## config.mk

```make
export PLATFORM = sky130hd
export DESIGN_NAME = tti_tx_top
export DESIGN_NICKNAME = d
export VERILOG_FILES = /design/src/tti_apb_pkg.sv /design/src/tti_tx_pkg.sv /design/src/tti_apb_regs.sv /design/src/tti_queue.sv /design/src/tx_word_to_byte.sv /design/src/descriptor_tx.sv /design/src/tti_tx_top.sv
export SDC_FILE = /design/constraint.sdc
export NUM_CORES = 1
export LEC_CHECK = 0
export ABC_CLOCK_PERIOD_IN_PS = 8300
export BUFFER_PORTS_ARGS = -buffer_cell sky130_fd_sc_hd__buf_2
export CORE_ASPECT_RATIO = 0.6
export CORE_UTILIZATION = 55
export CTS_CLUSTER_DIAMETER = 40
export DETAILED_ROUTE_END_ITERATION = 8
export PLACE_DENSITY_LB_ADDON = 0.1
export SETUP_SLACK_MARGIN = 0.1
export SYNTH_ARGS = -nofsm -noshare
export SYNTH_HDL_FRONTEND = slang
export SYNTH_HIERARCHICAL = 1
export SYNTH_SLANG_ARGS = --single-unit
```

## constraint.sdc

```tcl
create_clock -name clk_i -period 8.3 [get_ports clk_i]
set_clock_uncertainty 0.05 [all_clocks]
set_input_delay 1.245 -clock clk_i [delete_from_list [all_inputs] [get_ports clk_i]]
set_output_delay 1.245 -clock clk_i [all_outputs]
set_load 0.02 [all_outputs]
```

## src/tti_apb_pkg.sv

```systemverilog
// APB bus types and register map of the TTI transmit path
`default_nettype none

package tti_apb_pkg;

  localparam int unsigned ApbAddrW = 12;
  localparam int unsigned ApbDataW = 32;

  // Request as driven by the APB master
  typedef struct packed {
    logic                psel;
    logic                penable;
    logic                pwrite;
    logic [ApbAddrW-1:0] paddr;
    logic [ApbDataW-1:0] pwdata;
  } apb_req_t;

  typedef struct packed {
    logic                pready;
    logic [ApbDataW-1:0] prdata;
    logic                pslverr;
  } apb_rsp_t;

  // Register map
  localparam logic [ApbAddrW-1:0] TX_DESC_ADDR = 12'h000;
  localparam logic [ApbAddrW-1:0] TX_DATA_ADDR = 12'h004;
  localparam logic [ApbAddrW-1:0] STATUS_ADDR  = 12'h008;

endpackage

`default_nettype wire

```

## src/tti_tx_pkg.sv

```systemverilog
// Descriptor, data word, queue and byte stream types of the TTI transmit path
`default_nettype none

package tti_tx_pkg;

  // Descriptor layout
  localparam int unsigned TxDescW  = 32;
  localparam int unsigned DataLenW = 16;

  typedef struct packed {
    logic [TxDescW-DataLenW-1:0] reserved;
    // Number of bytes to send
    logic [DataLenW-1:0]         data_len;
  } tx_desc_t;

  // Data words written by software
  localparam int unsigned TxDataW = 32;

  typedef logic [TxDataW-1:0] tx_word_t;

  // Queue sizes
  localparam int unsigned DescQueueDepth = 4;
  localparam int unsigned DataQueueDepth = 16;
  localparam int unsigned DepthW         = 16;

  // Byte stream towards the target FSM
  localparam int unsigned ByteW        = 8;
  localparam int unsigned BytesPerWord = TxDataW / ByteW;

  typedef struct packed {
    logic [ByteW-1:0] data;
    // Final byte of the descriptor
    logic             last;
  } tx_byte_t;

endpackage

`default_nettype wire

```

## src/tti_apb_regs.sv

```systemverilog
// APB slave that pushes TX descriptors and data words and reports queue depths
`timescale 1ns/10ps
`default_nettype none

module tti_apb_regs (
  input  logic                            clk_i,
  input  logic                            rst_ni,

  input  tti_apb_pkg::apb_req_t           apb_req_i,
  output tti_apb_pkg::apb_rsp_t           apb_rsp_o,

  // Descriptor queue write side
  output logic                            desc_wvalid_o,
  output tti_tx_pkg::tx_desc_t            desc_wdata_o,
  input  logic                            desc_full_i,

  // Data queue write side
  output logic                            data_wvalid_o,
  output tti_tx_pkg::tx_word_t            data_wdata_o,
  input  logic                            data_full_i,

  input  logic [tti_tx_pkg::DepthW-1:0]   desc_depth_i,
  input  logic [tti_tx_pkg::DepthW-1:0]   data_depth_i
);

  import tti_apb_pkg::*;
  import tti_tx_pkg::*;

  logic                setup;
  logic                access;
  logic                sel_desc;
  logic                sel_data;
  logic                sel_status;
  logic                err_d;
  logic [ApbDataW-1:0] status;
  logic                push_desc_q;
  logic                push_data_q;
  logic                err_q;
  logic [ApbDataW-1:0] rdata_q;

  assign setup  = apb_req_i.psel & ~apb_req_i.penable;
  assign access = apb_req_i.psel & apb_req_i.penable;

  assign sel_desc   = apb_req_i.paddr == TX_DESC_ADDR;
  assign sel_data   = apb_req_i.paddr == TX_DATA_ADDR;
  assign sel_status = apb_req_i.paddr == STATUS_ADDR;

  // Descriptor depth in the upper half, data depth in the lower
  assign status = {desc_depth_i, data_depth_i};

  // Unmapped address or write into a full queue
  assign err_d = ~(sel_desc | sel_data | sel_status) |
                 (apb_req_i.pwrite & sel_desc & desc_full_i) |
                 (apb_req_i.pwrite & sel_data & data_full_i);

  // Decode in the setup phase, act in the access phase
  always_ff @(posedge clk_i or negedge rst_ni) begin
    if (!rst_ni) begin
      push_desc_q <= 1'b0;
      push_data_q <= 1'b0;
      err_q       <= 1'b0;
    end else if (setup) begin
      push_desc_q <= apb_req_i.pwrite & sel_desc & ~desc_full_i;
      push_data_q <= apb_req_i.pwrite & sel_data & ~data_full_i;
      err_q       <= err_d;
    end else if (access) begin
      push_desc_q <= 1'b0;
      push_data_q <= 1'b0;
      err_q       <= 1'b0;
    end
  end

  always_ff @(posedge clk_i) begin
    if (setup) begin
      rdata_q <= (sel_status & ~apb_req_i.pwrite) ? status : '0;
    end
  end

  // One push per access phase, payload straight from the bus
  assign desc_wvalid_o = access & push_desc_q;
  assign desc_wdata_o  = tx_desc_t'(apb_req_i.pwdata);
  assign data_wvalid_o = access & push_data_q;
  assign data_wdata_o  = tx_word_t'(apb_req_i.pwdata);

  assign apb_rsp_o = '{pready: 1'b1, prdata: rdata_q, pslverr: access & err_q};

endmodule

`default_nettype wire

```

## src/tti_queue.sv

```systemverilog
// Synchronous FIFO for one payload type, reporting occupancy and empty
`timescale 1ns/10ps
`default_nettype none

module tti_queue #(
  parameter type         payload_t = logic [31:0],
  parameter int unsigned Depth     = 4
) (
  input  logic                          clk_i,
  input  logic                          rst_ni,

  // Write side
  input  logic                          wvalid_i,
  input  payload_t                      wdata_i,
  output logic                          full_o,

  // Read side
  output logic                          rvalid_o,
  input  logic                          rready_i,
  output payload_t                      rdata_o,
  output logic [tti_tx_pkg::DepthW-1:0] depth_o,
  output logic                          empty_o
);

  import tti_tx_pkg::*;

  localparam int unsigned PtrW = (Depth > 1) ? $clog2(Depth) : 1;
  localparam int unsigned CntW = $clog2(Depth + 1);

  payload_t        mem [Depth];
  logic [PtrW-1:0] wptr_q;
  logic [PtrW-1:0] rptr_q;
  logic [CntW-1:0] count_q;
  logic            push;
  logic            pop;

  assign full_o   = count_q == CntW'(Depth);
  assign empty_o  = count_q == '0;
  assign rvalid_o = ~empty_o;
  assign rdata_o  = mem[rptr_q];
  assign depth_o  = DepthW'(count_q);

  // Pushes into a full queue are dropped
  assign push = wvalid_i & ~full_o;
  assign pop  = rvalid_o & rready_i;

  always_ff @(posedge clk_i or negedge rst_ni) begin
    if (!rst_ni) begin
      wptr_q  <= '0;
      rptr_q  <= '0;
      count_q <= '0;
    end else begin
      if (push) begin
        wptr_q <= (wptr_q == PtrW'(Depth - 1)) ? '0 : wptr_q + 1'b1;
      end
      if (pop) begin
        rptr_q <= (rptr_q == PtrW'(Depth - 1)) ? '0 : rptr_q + 1'b1;
      end
      // Simultaneous push and pop leave the count alone
      if (push && !pop) begin
        count_q <= count_q + 1'b1;
      end else if (pop && !push) begin
        count_q <= count_q - 1'b1;
      end
    end
  end

  always_ff @(posedge clk_i) begin
    if (push) begin
      mem[wptr_q] <= wdata_i;
    end
  end

endmodule

`default_nettype wire

```

## src/tx_word_to_byte.sv

```systemverilog
// Word to byte converter, lowest byte first, with a flush of the held word
`timescale 1ns/10ps
`default_nettype none

module tx_word_to_byte (
  input  logic                         clk_i,
  input  logic                         rst_ni,

  // Data queue read side
  input  logic                         word_rvalid_i,
  output logic                         word_rready_o,
  input  tti_tx_pkg::tx_word_t         word_rdata_i,

  // Byte stream
  output logic                         byte_valid_o,
  input  logic                         byte_ready_i,
  output logic [tti_tx_pkg::ByteW-1:0] byte_o,

  input  logic                         flush_i
);

  import tti_tx_pkg::*;

  localparam int unsigned IdxW = $clog2(BytesPerWord);

  tx_word_t        word_q;
  logic [IdxW-1:0] idx_q;
  logic            held_q;
  logic            byte_hs;
  logic            last_byte;
  logic            pop;

  assign byte_hs   = held_q & byte_ready_i;
  assign last_byte = idx_q == IdxW'(BytesPerWord - 1);

  // Refill when empty or as the final byte leaves
  assign word_rready_o = ~flush_i & (~held_q | (byte_hs & last_byte));
  assign pop           = word_rvalid_i & word_rready_o;

  assign byte_valid_o = held_q;
  assign byte_o       = word_q[idx_q*ByteW +: ByteW];

  always_ff @(posedge clk_i or negedge rst_ni) begin
    if (!rst_ni) begin
      held_q <= 1'b0;
      idx_q  <= '0;
    end else if (flush_i) begin
      // Leftover bytes of the word are dropped
      held_q <= 1'b0;
      idx_q  <= '0;
    end else begin
      if (byte_hs) begin
        idx_q <= idx_q + 1'b1;
      end
      if (pop) begin
        held_q <= 1'b1;
      end else if (byte_hs && last_byte) begin
        held_q <= 1'b0;
      end
    end
  end

  always_ff @(posedge clk_i) begin
    if (pop) begin
      word_q <= word_rdata_i;
    end
  end

endmodule

`default_nettype wire

```

## src/descriptor_tx.sv

```systemverilog
// TX descriptor handler that meters bytes to the target FSM and flushes on abort
`timescale 1ns/10ps
`default_nettype none

module descriptor_tx (
  input  logic                          clk_i,
  input  logic                          rst_ni,

  // Descriptor queue read side
  input  logic                          desc_rvalid_i,
  output logic                          desc_rready_o,
  input  tti_tx_pkg::tx_desc_t          desc_rdata_i,

  // Bytes from the converter
  input  logic                          byte_rvalid_i,
  output logic                          byte_rready_o,
  input  logic [tti_tx_pkg::ByteW-1:0]  byte_rdata_i,

  // Data queue status
  input  logic [tti_tx_pkg::DepthW-1:0] data_depth_i,
  input  logic                          data_empty_i,
  output logic                          tx_queue_flush_o,

  // Target FSM side
  input  logic                          tx_start_i,
  input  logic                          tx_abort_i,
  input  logic                          recovery_mode_enter_i,
  output logic                          tx_desc_avail_o,
  output tti_tx_pkg::tx_byte_t          tx_byte_o,
  output logic                          tx_byte_valid_o,
  input  logic                          tx_byte_ready_i,
  output logic                          tx_end_o
);

  import tti_tx_pkg::*;

  logic                desc_valid_q;
  logic [DataLenW-1:0] data_len_q;
  logic [DataLenW-1:0] count_q;
  logic                pending_q;
  logic                flush_q;
  logic                abort_req;
  logic [DepthW:0]     avail_words;
  logic [DepthW:0]     need_words;
  logic                start;
  logic                last_hs;
  logic                flush_start;
  logic                flush_done;
  logic                tx_end;

  assign abort_req = tx_abort_i | recovery_mode_enter_i;

  assign tx_desc_avail_o = desc_rvalid_i;
  assign desc_rready_o   = ~desc_valid_q & tx_start_i & desc_rvalid_i &
                           ~flush_q & ~abort_req;

  // Converter holds one more word than the queue reports
  assign avail_words = {1'b0, data_depth_i} + 1'b1;
  assign need_words  = (DepthW + 1)'(data_len_q / BytesPerWord);

  assign start = desc_valid_q & ~pending_q & ~flush_q & ~abort_req &
                 (avail_words >= need_words);

  // Byte path
  assign tx_byte_valid_o = pending_q & ~flush_q & byte_rvalid_i;
  assign tx_byte_o.data  = byte_rdata_i;
  assign tx_byte_o.last  = count_q == DataLenW'(1);
  assign last_hs         = tx_byte_valid_o & tx_byte_ready_i & tx_byte_o.last;

  // Discarded bytes are popped without a handshake during a flush
  assign byte_rready_o = (tx_byte_valid_o & tx_byte_ready_i) |
                         (flush_q & byte_rvalid_i);

  // Only a latched descriptor has bytes outstanding
  assign flush_start = ~flush_q & desc_valid_q & abort_req & ~last_hs;

  // Final byte dropped, or nothing left to drop
  assign flush_done = flush_q &
                      ((byte_rvalid_i & (count_q == DataLenW'(1))) |
                       (~byte_rvalid_i & data_empty_i) |
                       (count_q == '0));

  assign tx_end   = last_hs | flush_done;
  assign tx_end_o = tx_end;

  // Partial final word stays in the converter otherwise
  assign tx_queue_flush_o = tx_end & ((data_len_q % BytesPerWord) != '0);

  always_ff @(posedge clk_i or negedge rst_ni) begin
    if (!rst_ni) begin
      desc_valid_q <= 1'b0;
    end else if (tx_end) begin
      desc_valid_q <= 1'b0;
    end else if (desc_rready_o) begin
      desc_valid_q <= 1'b1;
    end
  end

  always_ff @(posedge clk_i) begin
    if (desc_rready_o) begin
      data_len_q <= desc_rdata_i.data_len;
    end
  end

  always_ff @(posedge clk_i or negedge rst_ni) begin
    if (!rst_ni) begin
      pending_q <= 1'b0;
      flush_q   <= 1'b0;
      count_q   <= '0;
    end else begin
      if (start) begin
        pending_q <= 1'b1;
      end else if (tx_end) begin
        pending_q <= 1'b0;
      end

      if (flush_start) begin
        flush_q <= 1'b1;
      end else if (flush_done) begin
        flush_q <= 1'b0;
      end

      // Abort before the transfer began still has the full length to drop
      if (start || (flush_start && !pending_q)) begin
        count_q <= data_len_q;
      end else if (byte_rready_o) begin
        count_q <= count_q - 1'b1;
      end
    end
  end

endmodule

`default_nettype wire

```

## src/tti_tx_top.sv

```systemverilog
// TTI transmit path top with APB slave, queues, word converter and descriptor handler
`timescale 1ns/10ps
`default_nettype none

module tti_tx_top (
  input  logic                  clk_i,
  input  logic                  rst_ni,

  input  tti_apb_pkg::apb_req_t apb_req_i,
  output tti_apb_pkg::apb_rsp_t apb_rsp_o,

  // Target FSM controls
  input  logic                  tx_start_i,
  input  logic                  tx_abort_i,
  input  logic                  recovery_mode_enter_i,
  output logic                  tx_desc_avail_o,

  // Byte stream
  output tti_tx_pkg::tx_byte_t  tx_byte_o,
  output logic                  tx_byte_valid_o,
  input  logic                  tx_byte_ready_i,
  output logic                  tx_end_o
);

  import tti_tx_pkg::*;

  logic              desc_wvalid;
  tx_desc_t          desc_wdata;
  logic              desc_full;
  logic              desc_rvalid;
  logic              desc_rready;
  tx_desc_t          desc_rdata;
  logic [DepthW-1:0] desc_depth;

  logic              data_wvalid;
  tx_word_t          data_wdata;
  logic              data_full;
  logic              data_rvalid;
  logic              data_rready;
  tx_word_t          data_rdata;
  logic [DepthW-1:0] data_depth;
  logic              data_empty;

  logic              byte_valid;
  logic              byte_ready;
  logic [ByteW-1:0]  byte_data;
  logic              tx_queue_flush;

  tti_apb_regs tti_apb_regs_inst (
    .clk_i         (clk_i),
    .rst_ni        (rst_ni),
    .apb_req_i     (apb_req_i),
    .apb_rsp_o     (apb_rsp_o),
    .desc_wvalid_o (desc_wvalid),
    .desc_wdata_o  (desc_wdata),
    .desc_full_i   (desc_full),
    .data_wvalid_o (data_wvalid),
    .data_wdata_o  (data_wdata),
    .data_full_i   (data_full),
    .desc_depth_i  (desc_depth),
    .data_depth_i  (data_depth)
  );

  tti_queue #(
    .payload_t (tx_desc_t),
    .Depth     (DescQueueDepth)
  ) desc_queue_inst (
    .clk_i    (clk_i),
    .rst_ni   (rst_ni),
    .wvalid_i (desc_wvalid),
    .wdata_i  (desc_wdata),
    .full_o   (desc_full),
    .rvalid_o (desc_rvalid),
    .rready_i (desc_rready),
    .rdata_o  (desc_rdata),
    .depth_o  (desc_depth),
    .empty_o  ()
  );

  tti_queue #(
    .payload_t (tx_word_t),
    .Depth     (DataQueueDepth)
  ) data_queue_inst (
    .clk_i    (clk_i),
    .rst_ni   (rst_ni),
    .wvalid_i (data_wvalid),
    .wdata_i  (data_wdata),
    .full_o   (data_full),
    .rvalid_o (data_rvalid),
    .rready_i (data_rready),
    .rdata_o  (data_rdata),
    .depth_o  (data_depth),
    .empty_o  (data_empty)
  );

  tx_word_to_byte tx_word_to_byte_inst (
    .clk_i         (clk_i),
    .rst_ni        (rst_ni),
    .word_rvalid_i (data_rvalid),
    .word_rready_o (data_rready),
    .word_rdata_i  (data_rdata),
    .byte_valid_o  (byte_valid),
    .byte_ready_i  (byte_ready),
    .byte_o        (byte_data),
    .flush_i       (tx_queue_flush)
  );

  descriptor_tx descriptor_tx_inst (
    .clk_i                 (clk_i),
    .rst_ni                (rst_ni),
    .desc_rvalid_i         (desc_rvalid),
    .desc_rready_o         (desc_rready),
    .desc_rdata_i          (desc_rdata),
    .byte_rvalid_i         (byte_valid),
    .byte_rready_o         (byte_ready),
    .byte_rdata_i          (byte_data),
    .data_depth_i          (data_depth),
    .data_empty_i          (data_empty),
    .tx_queue_flush_o      (tx_queue_flush),
    .tx_start_i            (tx_start_i),
    .tx_abort_i            (tx_abort_i),
    .recovery_mode_enter_i (recovery_mode_enter_i),
    .tx_desc_avail_o       (tx_desc_avail_o),
    .tx_byte_o             (tx_byte_o),
    .tx_byte_valid_o       (tx_byte_valid_o),
    .tx_byte_ready_i       (tx_byte_ready_i),
    .tx_end_o              (tx_end_o)
  );

endmodule

`default_nettype wire

```

==> summary.txt, run 1 <==
Floorplan
  • I/O pin total: 99
  • Die height: 179 microns
  • Die area: 53,000 sq um
  • Die width: 297 microns
  • Core area: 51,200 sq um
  • Site row count: 64
  • Initial Util: 56.0%

Clock network
  • Cts hold-fix bufs: 0
  • CTS H-tree depth: 3
  • Root buf cell: clkbuf_16
  • Post-CTS Setup Repair Bufs: 0
  • Clk buf depth: 3
  • CTS tree: done
  • Cts repair resizes: 0
  • Clk slew on worst S/H paths: 0.06 ns
  • CTS sink count: 701
  • Clock latency at the later pin of the worst-skew pair: 0.59 ns
  • Inserted Clock Buffers: 68

Drt
  • DR DRC count: 0
  • TritonRoute pass-1 iters: 5
  • Initial drt markers: 1,502
  • Via total after detailed routing: 13,800
  • Drt total wl: 61,300 microns
  • Routed len/inst: 26.8 microns
  • Post-route ant nets: 0
  • Routed vias/inst: 6.04

Synth
  • Cells after synthesis: 1,479
  • Synthesized area: 28,600 sq um
  • Mean Syn Cell Area: 19.4 sq um
  • YS warnings: 6

Finish
  • Fill cell count: 3,604
  • Layout area overhead: 10.4%
  • Final nets: 1,636
  • Ant. Diodes: 0
  • Fin area: 31,600 sq um
  • Share of cells above drive strength 1: 28.5%

STA
  • Final Max Slew Viols: 0
  • Period utilization: 51.5%
  • Final Hold Fails: 0
  • RSZ-0062 raised after global routing: false
  • Final Setup Violations: 0
  • Fin Setup TNS: 0 ns
  • Least-Margin Pin Slew: 1.14 ns
  • Min Clock Period, post-route: 4.28 ns
  • F_max: 0.234 GHz
  • Relative slew slack: 24.1%
  • Fin Hold WS: 0.472 ns

Worst hold path
  • Min-Delay Path Class: reg2reg

Global routing
  • Total track usage: 23.9%
  • Initial antenna violation count: 1
  • Global-route wire length before repair: 89,800 microns
  • Vias in the first global route: 13,200
  • GRT overflow: 0
  • Largest net degree at the start of global routing: 98

Flow run
  • Max Cap Viol: 0

Critical path
  • Crit-path max FO: 11
  • CP Launch Type: input pin
  • CP endpoint kind: flip-flop
  • Crit Path Class: in2reg
  • Crit path required time: 8.69 ns
  • Critical path arrival: 4.67 ns

Placed design
  • GPL Wtd Cong: 0.851
  • I/O Buffers: 97
  • Post-DP HPWL: 36,300 microns
  • Post-DP Area: 29,400 sq um

Power
  • Maximum VDD drop: 0.433 mV
  • Leak: 10.6 nW
  • P per Cell Area: 309 nW/um^2
  • Pwr Total: 9.76 mW

Outcome
  • Outcome: finished, final reports clean
## path summary, 6_finish.rpt
| path | startpoint | endpoint | slack [ns] | cells after the start |
|---|---|---|---|---|
| worst max register to register | descriptor_tx_inst/count_q[4]$_DFFE_PN0P_ | data_queue_inst/count_q[4]$_DFFE_PN0P_ | 4.12 | 15 |
| max in group asynchronous | rst_ni | data_queue_inst/rptr_q[0]$_DFFE_PN0P_ | 7.01 | 2 |
| worst min-delay path | desc_queue_inst/count_q[2]$_DFFE_PN0P_ | desc_queue_inst/count_q[2]$_DFFE_PN0P_ | 0.47 | 1 |
| worst min register to register | desc_queue_inst/count_q[2]$_DFFE_PN0P_ | desc_queue_inst/count_q[2]$_DFFE_PN0P_ | 0.47 | 1 |
| worst max-delay path | tx_byte_ready_i | data_queue_inst/count_q[4]$_DFFE_PN0P_ | 4.02 | 15 |
| min in group asynchronous | rst_ni | tti_apb_regs_inst/err_q$_DFFE_PN0P_ | 0.70 | 2 |
## flip-flops by register name, indices dropped and copies added, names as in the netlist, 2 cells and up
name	count
data_queue_inst/count_q	5
data_queue_inst/mem	512
data_queue_inst/rptr_q	4
data_queue_inst/wptr_q	4
desc_queue_inst/count_q	3
desc_queue_inst/mem	64
desc_queue_inst/rptr_q	2
desc_queue_inst/wptr_q	2
descriptor_tx_inst/count_q	16
descriptor_tx_inst/data_len_q	16
tti_apb_regs_inst/rdata_q	32
tx_word_to_byte_inst/idx_q	2
tx_word_to_byte_inst/word_q	32
## worst max-delay path: stages
cell and delay (ns):
buf_2 0.11, a21oi_1 0.22, nand2b_1 0.38, clkinv_1 0.39, a22oi_2 0.37, nor2_1 0.15
nor2_1 0.21, o21ai_2 0.15, ha_1 0.30, inv_1 0.17, ha_1 0.28, nor2b_1 0.16
o21a_1 0.20, o2111ai_1 0.21, o311ai_1 0.12
## routing by layer
metal	vias to the layer above	wire, microns	part of all wire [%]	track usage (%)
li1	5973	-	-	-
met2	582	25400	41	31.4
met5	-	0	0	0
met1	7205	30100	49	41.0
met3	79	4920	8.0	4.43
met4	0	920	1.5	4.94
## per-stage QoR
step / setup WS [ns] / instances / util (%)
floorplan: 2.86 / 1501 / -
global placement: 3.65 / 2170 / 57.5
detailed placement: 3.54 / 2170 / 57.5
CTS: 4.08 / 2290 / 61.8
global route: 3.74 / 2290 / 61.8
finish: 4.02 / 2290 / 61.8
## where the power goes
group | switching, mW | internal, mW
registers | 0.318 | 4.12
logic | 1.21 | 1.04
clock network | 1.33 | 1.74
## cell type report
cell class                      count  area (sq um)  share of cell area, %
Sequential cell                   701         20800                   65.9
Tap cell                          693           867                   2.74
Timing Repair Buffer              122           686                   2.17
Clock buffer                       80          1780                   5.63
Inverter                           35           131                  0.416
Clock inverter                     40           420                   1.33
Multi-Input combinational cell    619          6890                   21.8
## placed cells by master, fill, tap and decap left out, drive strengths merged, types with 10 or more instances in the layout
cell	count
o21ai	17
nor2	29
inv	43
nand3	12
nor3	14
conb	25
clkbuf	80
ha	34
dfrtp	45
edfxtp	656
xnor2	19
nand2	65
mux2i	10
buf	122
a22oi	66
mux4	152
xor2	13
and2	40
clkinv	22
a21oi	12
(Power assumes the default switching activity.)
==> inputs of run 2 (changes only) <==
--- a/config.mk
+++ b/config.mk
@@ -5,7 +5,7 @@
 export SDC_FILE = /design/constraint.sdc
 export NUM_CORES = 1
 export LEC_CHECK = 0
-export ABC_CLOCK_PERIOD_IN_PS = 8300
+export ABC_CLOCK_PERIOD_IN_PS = 4250
 export BUFFER_PORTS_ARGS = -buffer_cell sky130_fd_sc_hd__buf_2
 export CORE_ASPECT_RATIO = 0.6
 export CORE_UTILIZATION = 55
==> constraint.sdc (replaced) <==
create_clock -name clk_i -period 4.25 [get_ports clk_i]
set_clock_uncertainty 0.05 [all_clocks]
set_input_delay 0.6375 -clock clk_i [delete_from_list [all_inputs] [get_ports clk_i]]
set_output_delay 0.6375 -clock clk_i [all_outputs]
set_load 0.02 [all_outputs]
==> run 2 against run 1 <==
Effect of this change:
- flip-flop and latch count is the same
- global-route usage grew 0.39 points
- routed wire length grew 1.9%
- clock-buffer cell count rose by 3
- non-clock buffer count grew 20
- die area is the same
- sequential share of layout area down 0.47 points
- critical path type is now reg2reg
- cell count rose by 0.92%
- critical path depth did not move
==> summary.txt, run 2 (same netlist as run 1, synthesis figures left out) <==
Outcome
  • Outcome: finished, final reports clean

Critical path
  • Crit path required time: 4.64 ns (-4.05 ns)
  • Slowest cell delay on critical path: 0.57 ns (+0.18 ns)
  • CP endpoint kind: flip-flop
  • CP Launch Type: flip-flop
  • FF-to-FF End: data_queue_inst/count_q[4]$_DFFE_PN0P_
  • Crit Path Class: reg2reg
  • R2R depth: 15 (unchanged)
  • Critical path arrival: 4.26 ns (-0.41 ns)
  • R2r setup slk: 0.37 ns (-3.75 ns)
  • Crit path max-delay cell type: or4_4
  • Worst r2r src: descriptor_tx_inst/count_q[4]$_DFFE_PN0P_
  • Crit-path cells: or4_4 > nor4b_4 > nand2_2 > nor3b_4 > a22oi_2 > nor2_4 > nor2_1 > o21ai_2 > ha_4 > inv_1 > ha_1 > nor2b_1 > o21a_1 > o2111ai_1 > o311ai_1
  • Crit-path max FO: 6 (-5)

Clock network
  • Inserted Clock Buffers: 68 (unchanged)
  • Clk slew on worst S/H paths: 0.06 ns (about the same)
  • Cts hold-fix bufs: 0 (unchanged)
  • Clk buf depth: 3 (unchanged)
  • CTS sink count: 701 (unchanged)
  • Root buf cell: clkbuf_16
  • CTS H-tree depth: 3 (unchanged)
  • CTS tree: done
  • Clock latency at the later pin of the worst-skew pair: 0.59 ns (about the same)

Finish
  • Final nets: 1,656 (+1.2%)
  • Layout area overhead: 11.2%
  • Most frequent cells in the layout: edfxtp_1 (656), mux4_2 (149), buf_2 (97)
  • Post-layout util: 62.2% (+0.44 points)
  • Share of cells above drive strength 1: 29.0% (+0.51 points)
  • Top flop regs: data_queue_inst/mem x512, desc_queue_inst/mem x64
  • Most common cell after layout, fill and taps aside: edfxtp_1
  • Largest Register: data_queue_inst/mem
  • Max FFs per register: 512 (unchanged)

Drt
  • Initial drt markers: 1,533 (+2.1%)
  • Via total after detailed routing: 14,000 (+1.2%)
  • TritonRoute pass-1 iters: 5 (unchanged)
  • Routed len/inst: 27.0 microns (+0.94%)
  • Routed vias/inst: 6.06 (+0.24%)
  • Drt total wl: 62,500 microns (+1.9%)
  • DR DRC count: 0 (unchanged)
  • Post-route ant nets: 0 (unchanged)

Placed design
  • Setup WS pre-CTS: 0.0734 ns (-3.46 ns)
  • GPL Wtd Cong: 0.851 (about the same)
  • I/O Buffers: 97 (unchanged)
  • Post-DP HPWL: 37,000 microns (+2.1%)

STA
  • Fin Setup TNS: 0 ns (unchanged)
  • Least-Margin Pin Slew: 1.29 ns (+0.150 ns)
  • Relative slew slack: 14.0% (-10 points)
  • Final Setup Violations: 0 (unchanged)
  • Final WS setup: 0.372 ns (-3.65 ns)
  • Min Clock Period, post-route: 3.88 ns
  • RSZ-0062 raised after global routing: false
  • Period utilization: 91.2%
  • Final Max Slew Viols: 0 (unchanged)
  • F_max: 0.258 GHz
  • Final Hold Fails: 0 (unchanged)

Power
  • Internal: 13.5 mW (+96%)
  • P per Cell Area: 599 nW/um^2 (+94%)
  • Pwr Total: 19.1 mW (+95%)
  • Switching fraction of total power: 29.1% (-0.10 points)
  • P_sw: 5.55 mW (+95%)
  • Gate power share: 23.4% (+0.4 points)
  • Clock network power share: 30.9% (-0.6 points)
  • Seq pwr share: 45.6% (about the same)
  • Maximum VDD drop: 0.428 mV (-1.2%)
  • Leak: 10.7 nW (+0.97%)

Floorplan
  • Core area: 51,200 sq um (unchanged)
  • Die area: 53,000 sq um (unchanged)
  • Die width: 297 microns (unchanged)
  • Initial Util: 56.0% (unchanged)
  • I/O pin total: 99 (unchanged)
  • Die height: 179 microns (unchanged)
  • Site row count: 64 (unchanged)

Global routing
  • Initial antenna violation count: 2 (+1)
  • Total track usage: 24.3% (+0.39 points)
  • Largest net degree at the start of global routing: 57 (-42%)
  • GRT overflow: 0 (unchanged)
  • Vias in the first global route: 13,700 (+3.9%)
  • Global-route wire length before repair: 91,500 microns (+1.9%)

Worst hold path
  • Min-Delay Path Class: in2async

Flow run
  • Max Cap Viol: 0 (unchanged)
[run 2: cell types whose count changed in the layout (fill, tap and decap cells not counted), sizes merged, moves of 2 or more]
cell    delta
buf       +20
clkbuf     +3
inv        -3
clkinv     +2
[run 2: final cells by class]
class,count,area [sq um]
antenna,1,2.50
clock buffer,83,1800
clock inverter,37,373
fill,3587,19300
inverter,35,131
multi-input combinational,619,6920
sequential,701,20800
tap,693,867
timing repair buffer,142,911
[run 2: per-stage QoR]
stage / cell area, sq um / hold slack, ns / cells
after detailed placement: 29600 / 0.453 / 2190
after global placement: 29600 / 0.442 / 2190
after global routing: 31800 / 0.147 / 2311
after floorplan: 28700 / 0.292 / 1501
final: 31800 / 0.106 / 2311
after CTS: 31800 / 0.121 / 2310
[run 2: worst max-delay path: cells and delay by family (launching register included)]
kind            cells  cell delay, ns
flops               1            0.40
buf+inv             1            0.11
simple gates        7            1.79
compound gates      5            0.84
fa+ha+maj           2            0.53
[run 2: repair_timing]
item | in CTS | in global routing
gates resized for setup | 1 | 3
setup endpoints to repair | 1 | 2
buffers inserted | 0 | 0
[run 2: power groups by stage]
stage	clock, mW	sequential [mW]	combinational (mW)
after floorplan	0	8.42	3.66
after global placement	0	8.83	4.43
after detailed placement	0	8.85	4.46
after CTS	6.02	8.71	4.50
after global routing	6.27	8.78	4.80
final	5.90	8.70	4.47
[run 2: layer usage]
layer,part of all wire [%],GRT usage [%]
met2,44,34.5
met1,47,38.8
met5,0,0
met4,1.8,5.39
met3,8.1,4.95
[run 2: how the worst max path moves through the flow]
stage | cells after the start | endpoint | from
after floorplan | 5 | data_queue_inst/mem[0][0]$_DFFE_PP_ | apb_req_i[45]
after global placement | 15 | data_queue_inst/count_q[4]$_DFFE_PN0P_ | descriptor_tx_inst/count_q[4]$_DFFE_PN0P_
after detailed placement | 15 | data_queue_inst/count_q[4]$_DFFE_PN0P_ | descriptor_tx_inst/count_q[4]$_DFFE_PN0P_
after CTS | 15 | data_queue_inst/count_q[4]$_DFFE_PN0P_ | descriptor_tx_inst/count_q[4]$_DFFE_PN0P_
after global routing | 15 | data_queue_inst/count_q[4]$_DFFE_PN0P_ | descriptor_tx_inst/count_q[4]$_DFFE_PN0P_
final | 15 | data_queue_inst/count_q[4]$_DFFE_PN0P_ | descriptor_tx_inst/count_q[4]$_DFFE_PN0P_
==> inputs of run 3 (changes only) <==
--- a/config.mk
+++ b/config.mk
@@ -5,7 +5,7 @@
 export SDC_FILE = /design/constraint.sdc
 export NUM_CORES = 1
 export LEC_CHECK = 0
-export ABC_CLOCK_PERIOD_IN_PS = 4250
+export ABC_CLOCK_PERIOD_IN_PS = 3270
 export BUFFER_PORTS_ARGS = -buffer_cell sky130_fd_sc_hd__buf_2
 export CORE_ASPECT_RATIO = 0.6
 export CORE_UTILIZATION = 55
==> constraint.sdc (replaced) <==
create_clock -name clk_i -period 3.27 [get_ports clk_i]
set_clock_uncertainty 0.05 [all_clocks]
set_input_delay 0.4905 -clock clk_i [delete_from_list [all_inputs] [get_ports clk_i]]
set_output_delay 0.4905 -clock clk_i [all_outputs]
set_load 0.02 [all_outputs]
==> run 3 against run 2 <==
Effect of this change:
- the flow now finishes with violations (setup timing)
- utilization grew 1.5 points
- first-iteration DRC count shrank 9.9%
- non-clock buffer count grew 49
- hold slack gained 0.0053 ns
- clock-buffer cell count grew 4
- combinational power grew 45%
- sequential share of layout area shrank 1.5 points
- sequential power grew 26%
- fmax grew 13%
- final area grew 2.4%
- routed wire length shrank 1.3%
- largest cell class unchanged
- highest routed layer is now met5
==> summary.txt, run 3 (same netlist as run 1, synthesis figures left out) <==
Critical path
  • Crit path required time: 3.66 ns (-0.98 ns)
  • Crit-path max FO: 5 (-1)
  • Crit-path cells: or4_4 > nor4b_4 > nand2_2 > nor3b_4 > a22oi_2 > nor2_2 > nor2_2 > o21ai_2 > ha_4 > inv_6 > ha_4 > nor2b_4 > o21a_4 > o2111ai_2 > o311ai_1
  • CP endpoint kind: flip-flop
  • CP Launch Type: flip-flop
  • Critical path arrival: 3.84 ns (-0.42 ns)
  • Worst path top cell family by delay: simple AND/OR/NAND/NOR gates
  • Crit Path Class: reg2reg
  • CP bufs+invs: 1 (unchanged)
  • Crit path max-delay cell type: or4_4
  • Slowest cell delay on critical path: 0.56 ns (about the same)

Placed design
  • I/O Buffers: 97 (unchanged)
  • Setup WS pre-CTS: -0.232 ns (-0.305 ns)
  • Post-DP HPWL: 35,400 microns (-4.3%)
  • Post-DP Area: 30,200 sq um (+1.8%)
  • GPL Wtd Cong: 0.839 (-1.4%)

Drt
  • Post-route ant nets: 0 (unchanged)
  • TritonRoute pass-1 iters: 7 (+2)
  • Routed len/inst: 26.1 microns (-3.4%)
  • Routed vias/inst: 5.94 (-2.0%)
  • Initial drt markers: 1,381 (-9.9%)
  • Drt total wl: 61,700 microns (-1.3%)
  • DR DRC count: 0 (unchanged)
  • Via total after detailed routing: 14,000 (+0.12%)

STA
  • Final Max Slew Viols: 0 (unchanged)
  • Fin Hold WS: 0.112 ns (+0.00526 ns)
  • RSZ-0062 raised after global routing: true
  • Period utilization: 105% (+14 points)
  • Min Clock Period, post-route: 3.45 ns (-0.432 ns)
  • F_max: 0.290 GHz (+13%)
  • Final WS setup: -0.176 ns (-0.548 ns)
  • Least-Margin Pin Slew: 0.870 ns (-0.417 ns)
  • Final Hold Fails: 0 (unchanged)
  • Relative slew slack: 42.0% (+28 points)
  • Final Setup Violations: 1 (+1)

Global routing
  • Global-route wire length before repair: 90,700 microns (-0.80%)
  • GRT overflow: 0 (unchanged)
  • Vias in the first global route: 13,900 (+1.3%)
  • Initial antenna violation count: 3 (+1)
  • Largest net degree at the start of global routing: 40 (-30%)
  • Total track usage: 24.1% (-0.22 points)

Finish
  • Top flop regs: data_queue_inst/mem x512, desc_queue_inst/mem x64
  • Largest Register: data_queue_inst/mem
  • Most frequent cells in the layout: edfxtp_1 (656), mux4_2 (149), buf_2 (95)
  • Max FFs per register: 512 (unchanged)
  • Post-layout util: 63.7% (+1.5 points)
  • Fin area: 32,600 sq um (+2.4%)
  • Layout area overhead: 13.9%
  • Final nets: 1,705 (+3.0%)
  • Share of cells above drive strength 1: 32.0% (+3.0 points)
  • Most common cell after layout, fill and taps aside: edfxtp_1

Clock network
  • Clock latency at the later pin of the worst-skew pair: 0.59 ns (about the same)
  • CTS H-tree depth: 3 (unchanged)
  • CTS tree: done
  • CTS sink count: 701 (unchanged)
  • Inserted Clock Buffers: 68 (unchanged)
  • Clk slew on worst S/H paths: 0.06 ns (about the same)
  • Root buf cell: clkbuf_16
  • Clk buf depth: 3 (unchanged)

Flow run
  • Max Cap Viol: 0 (unchanged)

Power
  • P per Cell Area: 781 nW/um^2 (+30%)
  • Maximum VDD drop: 0.481 mV (+12%)
  • Leak: 11.0 nW (+3.1%)

Floorplan
  • Die width: 297 microns (unchanged)
  • Die area: 53,000 sq um (unchanged)
  • Initial Util: 56.0% (unchanged)
  • Core area: 51,200 sq um (unchanged)
  • Die height: 179 microns (unchanged)
  • I/O pin total: 99 (unchanged)
  • Site row count: 64 (unchanged)

Outcome
  • Failing checks: setup timing
  • Outcome: finished, violations left

Worst hold path
  • Min-Delay Path Class: in2reg
==> run 3: area by class of cell <==
cell class,instances,area (sq um)
Sequential cell,701,20800
Fill cell,3508,18600
Multi-Input combinational cell,619,7030
Clock buffer,87,1840
Timing Repair Buffer,191,1470
Tap cell,693,867
Clock inverter,34,429
Inverter,35,136
Antenna cell,1,2.50
==> run 3: worst paths after layout <==
| kind | start | end | slack [ns] | cells after the start |
|---|---|---|---|---|
| max | descriptor_tx_inst/count_q[4]$_DFFE_PN0P_ | data_queue_inst/count_q[4]$_DFFE_PN0P_ | -0.18 | 15 |
| min | apb_req_i[34] | tti_apb_regs_inst/push_desc_q$_DFFE_PN0P_ | 0.11 | 2 |
| max reg2reg | descriptor_tx_inst/count_q[4]$_DFFE_PN0P_ | data_queue_inst/count_q[4]$_DFFE_PN0P_ | -0.18 | 15 |
| min reg2reg | descriptor_tx_inst/data_len_q[1]$_DFFE_PP_ | descriptor_tx_inst/count_q[1]$_DFFE_PN0P_ | 0.46 | 1 |
| max in group asynchronous | rst_ni | desc_queue_inst/wptr_q[0]$_DFFE_PN0P_ | 1.95 | 3 |
| min in group asynchronous | rst_ni | tti_apb_regs_inst/err_q$_DFFE_PN0P_ | 0.50 | 2 |
==> run 3: report_power, final <==
group / switching [mW] / internal, mW
logic: 3.39 / 3.09
clock network: 3.34 / 4.65
registers: 0.525 / 10.5
==> run 3: per-stage QoR <==
| stage | cells | TNS, ns | total power [mW] |
|---|---|---|---|
| after detailed placement | 2229 | -0.369 | 17.6 |
| final | 2361 | -0.176 | 25.5 |
| after global placement | 2229 | -0.138 | 17.5 |
| after CTS | 2355 | -0.0788 | 25.6 |
| after global routing | 2360 | -0.593 | 26.5 |
| after floorplan | 1501 | -8.09 | 15.7 |
==> run 3: metal layers <==
layer	wire length, microns	global-route usage (%)
met5	13	0
met2	27800	35.6
met3	4850	4.81
met4	850	5.13
met1	28100	37.3
==> run 3: worst reg2reg max path: stages, from the launching register on <==
cell	delay, ns
dfrtp_1	0.37
or4_4	0.56
nor4b_4	0.36
nand2_2	0.15
nor3b_4	0.25
a22oi_2	0.12
nor2_2	0.13
nor2_2	0.07
o21ai_2	0.11
ha_4	0.20
inv_6	0.06
ha_4	0.22
nor2b_4	0.13
o21a_4	0.20
o2111ai_2	0.18
o311ai_1	0.14
==> run 3: repair_timing <==
action	4_1_cts	5_1_grt
setup endpoints to repair	4	19
buffers inserted	5	5
hold endpoints to repair	27	0
resized for setup	9	15
gates cloned	0	0
pin swaps	8	6
hold buffers	1	0
